`src/hdl/vertex_pkg.sv`:
```
`default_nettype none

package vertex_pkg;

   localparam int WORD_BITS   = 32;
   localparam int SLOT_BITS   = 7;
   localparam int TYPE_BITS   = 4;
   localparam int ARGS_BITS   = 64;
   // Memory id carries the core id above the entry id
   localparam int MEM_ID_BITS = 8;
   localparam int CHILD_BITS  = 2;

   typedef logic [WORD_BITS-1:0] word_t;
   typedef logic [SLOT_BITS-1:0] cq_slot_t;
   typedef logic [TYPE_BITS-1:0] task_type_t;

   typedef struct packed {
      task_type_t           ttype;
      word_t                ts;
      word_t                locale;
      logic [ARGS_BITS-1:0] args;
   } task_t;

   typedef struct packed {
      word_t lat;
      word_t lon;
   } coord_t;

   // One completion buffer record
   typedef struct packed {
      word_t    vid;
      word_t    f_score;
      word_t    g_score;
      word_t    parent;
      cq_slot_t cq_slot;
   } cb_entry_t;

   localparam task_type_t vertex_task_type = 4'd1;
   localparam task_type_t child_task_type  = 4'd0;

endpackage

`default_nettype wire

```
`src/hdl/sync_fifo.sv`:
```
`default_nettype none
`timescale 1ns/1ps

module sync_fifo #(
   parameter int WIDTH     = 8,
   parameter int LOG_DEPTH = 4
) (
   input  wire                clk,
   input  wire                rstn,
   input  wire                wr_en,
   input  wire                rd_en,
   input  wire  [WIDTH-1:0]   wr_data,
   output logic [WIDTH-1:0]   rd_data,
   output logic               empty,
   output logic               full,
   output logic [LOG_DEPTH:0] count
);

   localparam int DEPTH = 2 ** LOG_DEPTH;

   logic [WIDTH-1:0]     mem [DEPTH];
   logic [LOG_DEPTH-1:0] wr_ptr;
   logic [LOG_DEPTH-1:0] rd_ptr;
   logic                 do_wr;
   logic                 do_rd;

   // Count never exceeds DEPTH, so its top bit means full
   assign empty   = (count == '0);
   assign full    = count[LOG_DEPTH];
   assign do_wr   = wr_en & ~full;
   assign do_rd   = rd_en & ~empty;
   assign rd_data = mem[rd_ptr];

   always_ff @(posedge clk) begin
      if (!rstn) begin
         wr_ptr <= '0;
         rd_ptr <= '0;
         count  <= '0;
      end else begin
         if (do_wr) begin
            wr_ptr <= wr_ptr + 1'b1;
         end
         if (do_rd) begin
            rd_ptr <= rd_ptr + 1'b1;
         end
         if (do_wr & ~do_rd) begin
            count <= count + 1'b1;
         end else if (do_rd & ~do_wr) begin
            count <= count - 1'b1;
         end
      end
   end

   always_ff @(posedge clk) begin
      if (do_wr) begin
         mem[wr_ptr] <= wr_data;
      end
   end

endmodule

`default_nettype wire

```
`src/hdl/entry_table.sv`:
```
`default_nettype none
`timescale 1ns/1ps

module entry_table
   import vertex_pkg::*;
#(
   parameter int LOG_CB_SIZE = 4,
   localparam int CB_SIZE = 2 ** LOG_CB_SIZE,
   localparam type cb_id_t = logic [LOG_CB_SIZE-1:0]
) (
   input  wire                     clk,
   input  wire                     rstn,
   input  wire                     alloc_valid,
   input  wire cb_id_t             alloc_id,
   input  wire cb_entry_t          alloc_entry,
   input  wire                     release_valid,
   input  wire cb_id_t             release_id,
   output cb_entry_t [CB_SIZE-1:0] entries,
   output logic [CB_SIZE-1:0]      busy
);

   // A released entry is never the one being allocated in the same cycle
   always_ff @(posedge clk) begin
      if (!rstn) begin
         busy <= '0;
      end else begin
         if (release_valid) begin
            busy[release_id] <= 1'b0;
         end
         if (alloc_valid) begin
            busy[alloc_id] <= 1'b1;
         end
      end
   end

   always_ff @(posedge clk) begin
      if (alloc_valid) begin
         entries[alloc_id] <= alloc_entry;
      end
   end

endmodule

`default_nettype wire

```
`src/hdl/task_intake.sv`:
```
`default_nettype none
`timescale 1ns/1ps

module task_intake
   import vertex_pkg::*;
#(
   parameter int LOG_CB_SIZE = 4,
   localparam int CB_SIZE = 2 ** LOG_CB_SIZE,
   localparam type cb_id_t = logic [LOG_CB_SIZE-1:0]
) (
   input  wire                          clk,
   input  wire                          rstn,
   input  wire [CB_SIZE-1:0]            busy,
   input  wire                          task_rvalid,
   input  wire task_t                   task_rdata,
   input  wire cq_slot_t                task_rslot,
   input  wire                          start_ready,
   input  wire cb_entry_t [CB_SIZE-1:0] entries,
   output logic                         task_arvalid,
   output task_type_t                   task_araddr,
   output logic                         alloc_valid,
   output cb_id_t                       alloc_id,
   output cb_entry_t                    alloc_entry,
   output logic                         start_valid,
   output cq_slot_t                     start_slot,
   output logic                         start_id_valid,
   output cb_id_t                       start_id
);

   localparam int START_LOG_DEPTH = 3;
   localparam int START_LIMIT     = 6;

   logic                     running;
   logic                     free_any;
   cb_id_t                   free_id;
   cb_id_t                   head_id;
   logic                     start_empty;
   logic [START_LOG_DEPTH:0] start_count;

   always_ff @(posedge clk) begin
      if (!rstn) begin
         running <= 1'b0;
      end else begin
         running <= 1'b1;
      end
   end

   // Lowest free entry
   always_comb begin
      free_any = 1'b0;
      free_id  = '0;
      for (int i = CB_SIZE - 1; i >= 0; i--) begin
         if (!busy[i]) begin
            free_any = 1'b1;
            free_id  = cb_id_t'(i);
         end
      end
   end

   assign task_araddr  = vertex_task_type;
   assign task_arvalid = running & free_any & (start_count < START_LIMIT);

   assign alloc_valid = task_rvalid & task_arvalid;
   assign alloc_id    = free_id;
   assign alloc_entry = '{vid:     task_rdata.locale,
                          f_score: task_rdata.args[WORD_BITS-1:0],
                          g_score: task_rdata.ts,
                          parent:  task_rdata.args[ARGS_BITS-1:WORD_BITS],
                          cq_slot: task_rslot};

   sync_fifo #(
      .WIDTH     (LOG_CB_SIZE),
      .LOG_DEPTH (START_LOG_DEPTH)
   ) start_fifo (
      .clk     (clk),
      .rstn    (rstn),
      .wr_en   (alloc_valid),
      .rd_en   (start_id_valid),
      .wr_data (free_id),
      .rd_data (head_id),
      .empty   (start_empty),
      .full    (),
      .count   (start_count)
   );

   assign start_valid    = ~start_empty;
   assign start_slot     = entries[head_id].cq_slot;
   assign start_id_valid = start_valid & start_ready;
   assign start_id       = head_id;

endmodule

`default_nettype wire

```
`src/hdl/coord_fetch.sv`:
```
`default_nettype none
`timescale 1ns/1ps

module coord_fetch
   import vertex_pkg::*;
#(
   parameter int CORE_ID     = 0,
   parameter int LOG_CB_SIZE = 4,
   localparam int CB_SIZE = 2 ** LOG_CB_SIZE,
   localparam type cb_id_t = logic [LOG_CB_SIZE-1:0]
) (
   input  wire                          clk,
   input  wire                          rstn,
   input  wire                          start_id_valid,
   input  wire cb_id_t                  start_id,
   input  wire cb_entry_t [CB_SIZE-1:0] entries,
   input  wire word_t                   base_addr,
   input  wire                          mem_arready,
   output logic                         mem_arvalid,
   output word_t                        mem_araddr,
   output logic [MEM_ID_BITS-1:0]       mem_arid
);

   localparam logic [MEM_ID_BITS-1:0] CORE_TAG = MEM_ID_BITS'(CORE_ID) << LOG_CB_SIZE;

   cb_id_t head_id;
   logic   fifo_empty;

   // As deep as the buffer, so a start strobe always finds room
   sync_fifo #(
      .WIDTH     (LOG_CB_SIZE),
      .LOG_DEPTH (LOG_CB_SIZE)
   ) read_fifo (
      .clk     (clk),
      .rstn    (rstn),
      .wr_en   (start_id_valid),
      .rd_en   (mem_arvalid & mem_arready),
      .wr_data (start_id),
      .rd_data (head_id),
      .empty   (fifo_empty),
      .full    (),
      .count   ()
   );

   // Each vertex record is 8 bytes of lat and lon
   assign mem_arvalid = ~fifo_empty;
   assign mem_araddr  = base_addr + (entries[head_id].vid << 3);
   assign mem_arid    = CORE_TAG | MEM_ID_BITS'(head_id);

endmodule

`default_nettype wire

```
`src/hdl/dist_pipe.sv`:
```
`default_nettype none
`timescale 1ns/1ps

module dist_pipe
   import vertex_pkg::*;
#(
   parameter int LOG_CB_SIZE = 4,
   localparam type cb_id_t = logic [LOG_CB_SIZE-1:0]
) (
   input  wire                   clk,
   input  wire                   rstn,
   input  wire                   mem_rvalid,
   input  wire [MEM_ID_BITS-1:0] mem_rid,
   input  wire coord_t           mem_rdata,
   input  wire coord_t           target,
   output logic                  dist_valid,
   output cb_id_t                dist_id,
   output word_t                 dist_value
);

   word_t  dlat;
   word_t  dlon;
   logic   s1_valid;
   cb_id_t s1_id;
   word_t  s1_dlat;
   word_t  s1_dlon;
   logic   s2_valid;
   cb_id_t s2_id;
   word_t  s2_sum;

   // Coordinates are signed, the difference wraps modulo 2^32
   assign dlat = ($signed(mem_rdata.lat) >= $signed(target.lat)) ?
                 mem_rdata.lat - target.lat : target.lat - mem_rdata.lat;
   assign dlon = ($signed(mem_rdata.lon) >= $signed(target.lon)) ?
                 mem_rdata.lon - target.lon : target.lon - mem_rdata.lon;

   always_ff @(posedge clk) begin
      if (!rstn) begin
         s1_valid   <= 1'b0;
         s2_valid   <= 1'b0;
         dist_valid <= 1'b0;
      end else begin
         s1_valid   <= mem_rvalid;
         s2_valid   <= s1_valid;
         dist_valid <= s2_valid;
      end
   end

   always_ff @(posedge clk) begin
      s1_id      <= mem_rid[LOG_CB_SIZE-1:0];
      s1_dlat    <= dlat;
      s1_dlon    <= dlon;
      s2_id      <= s1_id;
      s2_sum     <= s1_dlat + s1_dlon;
      dist_id    <= s2_id;
      dist_value <= s2_sum;
   end

endmodule

`default_nettype wire

```
`src/hdl/child_enqueue.sv`:
```
`default_nettype none
`timescale 1ns/1ps

module child_enqueue
   import vertex_pkg::*;
#(
   parameter int LOG_CB_SIZE = 4,
   localparam int CB_SIZE = 2 ** LOG_CB_SIZE,
   localparam type cb_id_t = logic [LOG_CB_SIZE-1:0]
) (
   input  wire                          clk,
   input  wire                          rstn,
   input  wire                          dist_valid,
   input  wire cb_id_t                  dist_id,
   input  wire word_t                   dist_value,
   input  wire cb_entry_t [CB_SIZE-1:0] entries,
   input  wire                          task_wready,
   input  wire                          finish_ready,
   output logic                         task_wvalid,
   output task_t                        task_wdata,
   output logic                         finish_valid,
   output cq_slot_t                     finish_slot,
   output logic [CHILD_BITS-1:0]        finish_num_children,
   output logic                         release_valid,
   output cb_id_t                       release_id
);

   typedef struct packed {
      cb_id_t id;
      word_t  f_sum;
   } done_t;

   done_t     done_in;
   done_t     done_head;
   logic      done_empty;
   cb_entry_t parent;
   logic      fin_pending;
   cb_id_t    fin_id;

   assign done_in.id    = dist_id;
   assign done_in.f_sum = entries[dist_id].f_score + dist_value;

   sync_fifo #(
      .WIDTH     ($bits(done_t)),
      .LOG_DEPTH (LOG_CB_SIZE)
   ) done_fifo (
      .clk     (clk),
      .rstn    (rstn),
      .wr_en   (dist_valid),
      .rd_en   (task_wvalid & task_wready),
      .wr_data (done_in),
      .rd_data (done_head),
      .empty   (done_empty),
      .full    (),
      .count   ()
   );

   assign parent = entries[done_head.id];

   // Only one parent may wait for its finish report
   assign task_wvalid       = ~done_empty & ~fin_pending;
   assign task_wdata.ttype  = child_task_type;
   assign task_wdata.ts     = (parent.g_score > done_head.f_sum) ? parent.g_score
                                                                 : done_head.f_sum;
   assign task_wdata.locale = parent.vid;
   assign task_wdata.args   = {parent.parent, parent.f_score};

   always_ff @(posedge clk) begin
      if (!rstn) begin
         fin_pending <= 1'b0;
      end else if (finish_valid & finish_ready) begin
         fin_pending <= 1'b0;
      end else if (task_wvalid & task_wready) begin
         fin_pending <= 1'b1;
      end
   end

   always_ff @(posedge clk) begin
      if (task_wvalid & task_wready) begin
         fin_id <= done_head.id;
      end
   end

   assign finish_valid        = fin_pending;
   assign finish_slot         = entries[fin_id].cq_slot;
   assign finish_num_children = CHILD_BITS'(1);
   assign release_valid       = finish_valid & finish_ready;
   assign release_id          = fin_id;

endmodule

`default_nettype wire

```
`src/hdl/vertex_core.sv`:
```
`default_nettype none
`timescale 1ns/1ps

module vertex_core
   import vertex_pkg::*;
#(
   parameter int CORE_ID     = 0,
   parameter int LOG_CB_SIZE = 4,
   localparam int CB_SIZE = 2 ** LOG_CB_SIZE,
   localparam type cb_id_t = logic [LOG_CB_SIZE-1:0]
) (
   input  wire                    clk,
   input  wire                    rstn,
   // Held stable after reset
   input  wire word_t             base_addr,
   input  wire coord_t            target,
   output logic                   task_arvalid,
   output task_type_t             task_araddr,
   input  wire                    task_rvalid,
   input  wire task_t             task_rdata,
   input  wire cq_slot_t          task_rslot,
   output logic                   start_valid,
   input  wire                    start_ready,
   output cq_slot_t               start_slot,
   output logic                   mem_arvalid,
   input  wire                    mem_arready,
   output word_t                  mem_araddr,
   output logic [MEM_ID_BITS-1:0] mem_arid,
   input  wire                    mem_rvalid,
   input  wire [MEM_ID_BITS-1:0]  mem_rid,
   input  wire coord_t            mem_rdata,
   output logic                   task_wvalid,
   input  wire                    task_wready,
   output task_t                  task_wdata,
   output logic                   finish_valid,
   input  wire                    finish_ready,
   output cq_slot_t               finish_slot,
   output logic [CHILD_BITS-1:0]  finish_num_children
);

   logic                    alloc_valid;
   cb_id_t                  alloc_id;
   cb_entry_t               alloc_entry;
   logic                    release_valid;
   cb_id_t                  release_id;
   cb_entry_t [CB_SIZE-1:0] entries;
   logic [CB_SIZE-1:0]      busy;
   logic                    start_id_valid;
   cb_id_t                  start_id;
   logic                    dist_valid;
   cb_id_t                  dist_id;
   word_t                   dist_value;

   entry_table #(.LOG_CB_SIZE(LOG_CB_SIZE)) entry_table_inst (
      .clk           (clk),
      .rstn          (rstn),
      .alloc_valid   (alloc_valid),
      .alloc_id      (alloc_id),
      .alloc_entry   (alloc_entry),
      .release_valid (release_valid),
      .release_id    (release_id),
      .entries       (entries),
      .busy          (busy)
   );

   task_intake #(.LOG_CB_SIZE(LOG_CB_SIZE)) task_intake_inst (
      .clk            (clk),
      .rstn           (rstn),
      .busy           (busy),
      .task_rvalid    (task_rvalid),
      .task_rdata     (task_rdata),
      .task_rslot     (task_rslot),
      .start_ready    (start_ready),
      .entries        (entries),
      .task_arvalid   (task_arvalid),
      .task_araddr    (task_araddr),
      .alloc_valid    (alloc_valid),
      .alloc_id       (alloc_id),
      .alloc_entry    (alloc_entry),
      .start_valid    (start_valid),
      .start_slot     (start_slot),
      .start_id_valid (start_id_valid),
      .start_id       (start_id)
   );

   coord_fetch #(
      .CORE_ID     (CORE_ID),
      .LOG_CB_SIZE (LOG_CB_SIZE)
   ) coord_fetch_inst (
      .clk            (clk),
      .rstn           (rstn),
      .start_id_valid (start_id_valid),
      .start_id       (start_id),
      .entries        (entries),
      .base_addr      (base_addr),
      .mem_arready    (mem_arready),
      .mem_arvalid    (mem_arvalid),
      .mem_araddr     (mem_araddr),
      .mem_arid       (mem_arid)
   );

   dist_pipe #(.LOG_CB_SIZE(LOG_CB_SIZE)) dist_pipe_inst (
      .clk        (clk),
      .rstn       (rstn),
      .mem_rvalid (mem_rvalid),
      .mem_rid    (mem_rid),
      .mem_rdata  (mem_rdata),
      .target     (target),
      .dist_valid (dist_valid),
      .dist_id    (dist_id),
      .dist_value (dist_value)
   );

   child_enqueue #(.LOG_CB_SIZE(LOG_CB_SIZE)) child_enqueue_inst (
      .clk                 (clk),
      .rstn                (rstn),
      .dist_valid          (dist_valid),
      .dist_id             (dist_id),
      .dist_value          (dist_value),
      .entries             (entries),
      .task_wready         (task_wready),
      .finish_ready        (finish_ready),
      .task_wvalid         (task_wvalid),
      .task_wdata          (task_wdata),
      .finish_valid        (finish_valid),
      .finish_slot         (finish_slot),
      .finish_num_children (finish_num_children),
      .release_valid       (release_valid),
      .release_id          (release_id)
   );

endmodule

`default_nettype wire

```
`config.mk`:
```
export PLATFORM = sky130hd
export DESIGN_NAME = vertex_core
export DESIGN_NICKNAME = d
export VERILOG_FILES = /design/src/hdl/vertex_pkg.sv /design/src/hdl/sync_fifo.sv /design/src/hdl/entry_table.sv /design/src/hdl/task_intake.sv /design/src/hdl/coord_fetch.sv /design/src/hdl/dist_pipe.sv /design/src/hdl/child_enqueue.sv /design/src/hdl/vertex_core.sv
export SDC_FILE = /design/constraint.sdc
export NUM_CORES = 2
export LEC_CHECK = 0
export BUFFER_PORTS_ARGS = -buffer_cell sky130_fd_sc_hd__buf_2
export CORE_ASPECT_RATIO = 1.1
export CORE_MARGIN = 1.5
export CORE_UTILIZATION = 60
export CTS_CLUSTER_DIAMETER = 100
export DETAILED_ROUTE_END_ITERATION = 8
export PLACE_DENSITY_LB_ADDON = 0.12
export SLEW_MARGIN = 20
export SYNTH_ARGS = -nofsm -noshare
export SYNTH_HDL_FRONTEND = slang
export SYNTH_SLANG_ARGS = --single-unit
```
`constraint.sdc`:
```
create_clock -name clk -period 10.7 [get_ports clk]
set_input_delay 2.14 -clock clk [delete_from_list [all_inputs] [get_ports clk]]
set_output_delay 2.14 -clock clk [all_outputs]
set_load 0.005 [all_outputs]
```
# After elaboration in Yosys (flattened, before gate mapping)
# Memories as Yosys holds them, arrays and structs flattened. A register that Yosys moved wholly into a read port is not among the register bits.
# Index checks and enable logic that the tools add are counted.
# op_classes
magnitude_cmp	12
mux	74
bitwise_logic	37
addsub	19
reduce_logical	9
# op_table
cell	count
135-bit binary-select mux with 4-bit select	5
2160-bit bitwise mux	1
135-bit demux with 4-bit select	1
135-bit two-way mux	2
132-bit two-way mux	1
32-bit subtractor	4
103-bit two-way mux	1
32-bit adder	3
32-bit two-way mux	3
4-bit two-way mux	22
32-bit >= comparator	2
16-bit two-way mux	3
32-bit greater-than comparator	1
4-bit by 5-bit < comparator with 1-bit output (second input constant)	6
1-bit two-way mux	25
4-bit by 1-bit adder with 4-bit output (second input constant)	5
1-bit AND	20
5-bit two-way mux	4
16-bit AND	1
16-bit inverter	1
16-bit OR	1
7-bit two-way mux	2
1-bit inverter	14
5-bit by 1-bit adder with 5-bit output (second input constant)	2
other kinds (12)	21
# totals
out_inout_bits	197
regBits	2361
memories	3
ramBits	672
# memory_table
memory	depth	width	rd	rd_clocked_by_memory_dff	wr	line_no	rtl
child_enqueue_inst.done_fifo.mem	16	36	1	1	1	sync_fifo.sv:21	logic [WIDTH-1:0] mem [DEPTH];
coord_fetch_inst.read_fifo.mem	16	4	1	1	1	sync_fifo.sv:21	
task_intake_inst.start_fifo.mem	8	4	1	1	1	sync_fifo.sv:21	

# Logic depth before layout (Yosys ltp)
# depth
word_depth	24
depth_mapped	25
mapped_depth_nobuf	22

# By module
# From an unflattened synthesis, not the netlist that was laid out.
# unflattened
hier_cells	7129
area_unflattened_um2	134873.1
# by_module_without_submodules
module	area_each_um2	cells_each	n_inst
entry_table	65610.4	2240	1
child_enqueue	23008.3	1506	1
sync_fifo (child_enqueue_inst.done_fifo)	22446.5	991	1
dist_pipe	11342.1	1413	1
coord_fetch	5056.1	408	1
sync_fifo (coord_fetch_inst.read_fifo)	3359.5	212	1
task_intake	2177.1	241	1
sync_fifo (task_intake_inst.start_fifo)	1873.0	118	1

# Least setup slack after synthesis
# OpenSTA, ideal clock, no wires.
# synth_path
path_type	in2reg
startpoint	input port task_rvalid
endpoint	register, netlist name entry_table_inst.entries[1890]
required_time_ps	10067
cell_stages	4
arrival_time_ps	8462
path_slack_ps	1605
setup_ps	633
cell_sequence	nand2_1 > or3_1 > clkbuf_1 > nor2_1
# synth_between
elab_chain_len	1
# synth_rtl
item	line_no	rtl
start, declared	vertex_core.sv:19	input wire task_rvalid,
1-bit AND	task_intake.sv:63	assign alloc_valid = task_rvalid & task_arvalid;
# No other way between the ends.
# A chain may end at the register's enable or synchronous reset.

==> results.py <==
metrics = {
    "run_status": {
        "outcome": "complete, no violations",
    },
    "sta": {
        "fmax_mhz": 99.4,
        "fin_crit_sh_pct": 94.0,
        "fin_crit_ps": 10060,
        "tightest_slew_ps": 1280,
        "slew_headroom_pct": 14.7,
        "rsz0062_at_grt": "false",
        "fin_skew_ps": 78.5,
        "finalMaxSlewViolations": 0,
        "setup_tns_ps": 0,
        "setup_viol": 0,
        "hold_violations": 0,
    },
    "logic_synthesis": {
        "ys_seq_area_share_pct": 66.7,
        "synth-edff-count": 2836,
        "synth_seq_cells": 3044,
        "synth_area_um2": 134000,
        "synthArstFlopShare_pct": 0,
        "yosysWarnings": 0,
        "ys_types": 77,
        "syn_inst": 7479,
        "syn_avg_cell_area_um2": 17.9,
        "synth-main-ff-cell": "edfxtp_1",
    },
    "pwr": {
        "p_sw_share_pct": 32.0,
        "ir_worst_vdd_mv": 0.204,
        "seqPwrFrac_pct": 38.5,
        "p_comb_share_pct": 33.8,
        "p_clk_share_pct": 27.6,
        "total_leakage_power_uw": 0.0498,
        "p_int_uw": 25600,
        "switchingPower_uw": 12000,
        "p_per_area_nw_per_um2": 251,
    },
    "clock_tree": {
        "cts_setup_buffers": 0,
        "htree_levels": 5,
        "cts-buffers-inserted": 315,
        "hold_buffers": 0,
        "cts_tree": "done",
        "cts_sinks": 3044,
        "root_buffer": "clkbuf_16",
        "clock_latency_ps": 970,
        "path_clk_slew_ps": 60,
        "clockBufferDepth": 4,
    },
    "floorplan": {
        "die_y_um": 499,
        "fp.dieW_um": 453,
        "core_um2": 221000,
        "row_count": 181,
        "initial_utilization_pct": 60.5,
        "ios": 512,
        "dieArea_um2": 226000,
    },
    "drt": {
        "ant_nets": 0,
        "drtPass1Iterations": 5,
        "wl_per_cell_um": 30.3,
        "drc_errors": 0,
        "num_vias": 74009,
        "wirelength_mm": 338,
        "drtIter0Drc": 8037,
        "drt-vias-per-instance": 6.63,
    },
    "setup_path": {
        "cp.required_ps": 8560,
        "critical_path.cell_chain": "buf_4 -> mux4_2 -> mux2_2 -> nand2_1 -> o21a_4 -> inv_6 -> and2_1 -> a211oi_1 -> a311oi_1 -> a211oi_1 -> a21oi_1 -> ha_1 -> fa_1 -> a211oi_1 -> o21bai_1 -> nand4_1 -> a31oi_1 -> a221o_1 -> a211oi_1 -> o21bai_1 -> a21boi_1 -> o31ai_4 -> xnor2_1 -> buf_2",
        "reg2reg_from": "dist_pipe_inst.dist_id[1]$_DFF_P_",
        "critPathSlowestCell": "dfxtp_2",
        "worstSetupPathType": "register to output pin",
        "cp_max_fo": 118,
        "r2r-end": "child_enqueue_inst.done_fifo.mem[6][30]$_DFFE_PP_",
        "crit_path_end_kind": "output pin",
        "cp.arrival_ps": 7920,
        "cpMostUsedCell": "a211oi_1",
        "r2r_cells": 14,
        "r2r_slack_ps": 4320,
        "setup.worst_path.end": "mem_araddr[31]",
        "critPathMaxStageDelay_ps": 540,
        "worstSetupStartpointType": "register",
    },
    "cells_and_area": {
        "layout_common_cells": "edfxtp_1, mux4_2, buf_2, nand2_1",
        "multiInputGateArea_um2": 42200,
        "nets": 8569,
        "syn_to_final_growth_pct": 11.7,
        "final_layout_size_suffix_gt1_share_pct": 26.5,
        "seqCellArea_um2": 89300,
        "fillCellCount": 14375,
        "final_util_pct": 67.5,
        "mostFrequentLayoutCell": "edfxtp_1",
    },
    "worst_hold_path": {
        "hold_class": "register to register",
    },
    "placement": {
        "port_buffers": 483,
        "gp_congestion": 0.905,
        "hpwlAfterDp_mm": 194,
    },
    "global_routing": {
        "grt_first_pass_wirelength_mm": 497,
        "overflow": 0,
        "grt_usage_pct": 30.1,
        "antenna_found_initial": 60,
        "grt_pass1_vias": 75189,
        "grt_max_degree": 143,
    },
    "run": {
        "maxCapViolCount": 0,
    },
}
power by group through the flow:
| stage | sequential [uW] | combinational, uW | clock [uW] |
|---|---|---|---|
| after floorplan | 14500 | 8480 | 0 |
| after global placement | 14700 | 12400 | 0 |
| after detailed placement | 14800 | 12600 | 0 |
| after CTS | 14500 | 12700 | 10500 |
| after global routing | 14500 | 13600 | 11000 |
| final | 14500 | 12700 | 10400 |
area by class of cell:
type	count	share of cell area, %
Clock inverter	149	0.836
Antenna cell	35	0.0586
Timing Repair Buffer	617	2.49
Multi-Input combinational cell	3759	28.2
Clock buffer	389	5.60
Sequential cell	3044	59.7
Tap cell	2928	2.45
Inverter	236	0.596
worst max-delay path, delay by kind of cell, from the launching register on:
family / cells / cell delay (ps)
flops: 1 / 540
fa+ha+maj: 2 / 790
xor+xnor: 1 / 190
compound gates: 13 / 3210
simple gates: 3 / 510
mux: 2 / 780
buf+inv: 3 / 800
cells by family (layout without fill, tap and decap cells):
family,Yosys count,after routing,synth area share [%]
compound gates,1155,1155,5.64
xor+xnor,159,159,1.04
fa+ha+maj,281,281,2.68
buf+inv,688,1391,2.10
flops,3044,3044,66.7
mux,1172,1172,18.3
other cells,2,49,0.00561
simple gates,978,978,3.52
Yosys cell counts, drive strengths merged (10+ instances only):
cell type / count / area (um2)
ha: 271 / 3390
buf: 177 / 893
nand2: 374 / 1400
and3: 15 / 93.8
nand2b: 29 / 181
a21boi: 23 / 173
inv: 235 / 882
clkbuf: 275 / 1030
a311oi: 57 / 499
nor2b: 65 / 407
mux4: 1017 / 22900
o21ai: 153 / 766
o21a: 45 / 338
o21bai: 47 / 353
nand4: 47 / 294
nor2: 165 / 619
o211ai: 37 / 278
or3: 14 / 87.6
xor2: 46 / 403
edfxtp: 2836 / 85200
a21oi: 323 / 1620
o31ai: 15 / 113
nand3: 31 / 155
fa: 10 / 200
and2: 160 / 1000
dfxtp: 208 / 4160
xnor2: 113 / 990
nor3: 42 / 210
a31oi: 87 / 544
mux2i: 103 / 1030
or2: 10 / 62.6
a21o: 95 / 713
a211oi: 194 / 1460
mux2: 52 / 586
through the flow:
step                      hold WS (ps)  area [um2]  total power, uW  worst slack [ps]  cells
after floorplan                    310      134000            23000              1600   7491
after CTS                          328      149000            37700               248  11121
after global placement             314      140000            27100              1310  10583
final                              329      150000            37600               639  11157
after global routing               330      150000            39100               154  11146
after detailed placement           312      140000            27300              1270  10583
worst min-delay path by stage:
stage                                                  endpoint                              start  depth (start not counted)
after floorplan               dist_pipe_inst.dist_id[0]$_DFF_P_    dist_pipe_inst.s2_id[0]$_DFF_P_                          0
after global placement    dist_pipe_inst.dist_value[12]$_DFF_P_  dist_pipe_inst.s2_sum[12]$_DFF_P_                          0
after detailed placement      dist_pipe_inst.dist_id[1]$_DFF_P_    dist_pipe_inst.s2_id[1]$_DFF_P_                          0
after CTS                 dist_pipe_inst.dist_value[12]$_DFF_P_  dist_pipe_inst.s2_sum[12]$_DFF_P_                          0
after global routing      dist_pipe_inst.dist_value[13]$_DFF_P_  dist_pipe_inst.s2_sum[13]$_DFF_P_                          0
final                     dist_pipe_inst.dist_value[12]$_DFF_P_  dist_pipe_inst.s2_sum[12]$_DFF_P_                          0
repair_timing:
item                                    CTS  global route
gates resized for setup                   0             2
hold endpoints to repair                  0             0
endpoints found under the setup margin    0             1
sequential cells by signal, indices dropped and copies added (netlist names), 5 cells and up, named ones only:
name / flops
entry_table_inst.entries: 2160
entry_table_inst.busy: 16
coord_fetch_inst.read_fifo.mem: 64
child_enqueue_inst.done_fifo.mem: 576
dist_pipe_inst.s1_dlat: 32
dist_pipe_inst.s2_sum: 32
dist_pipe_inst.s1_dlon: 32
task_intake_inst.start_fifo.mem: 32
child_enqueue_inst.done_fifo.count: 5
dist_pipe_inst.dist_value: 32
coord_fetch_inst.read_fifo.count: 5
per-layer routing:
layer	track usage, %	part of all wire (%)
met1	41.9	39
met2	48.5	49
met3	5.63	8.6
met4	9.90	3.0
met5	0	0.082
No activity file was read; power rests on OpenSTA's default activity.
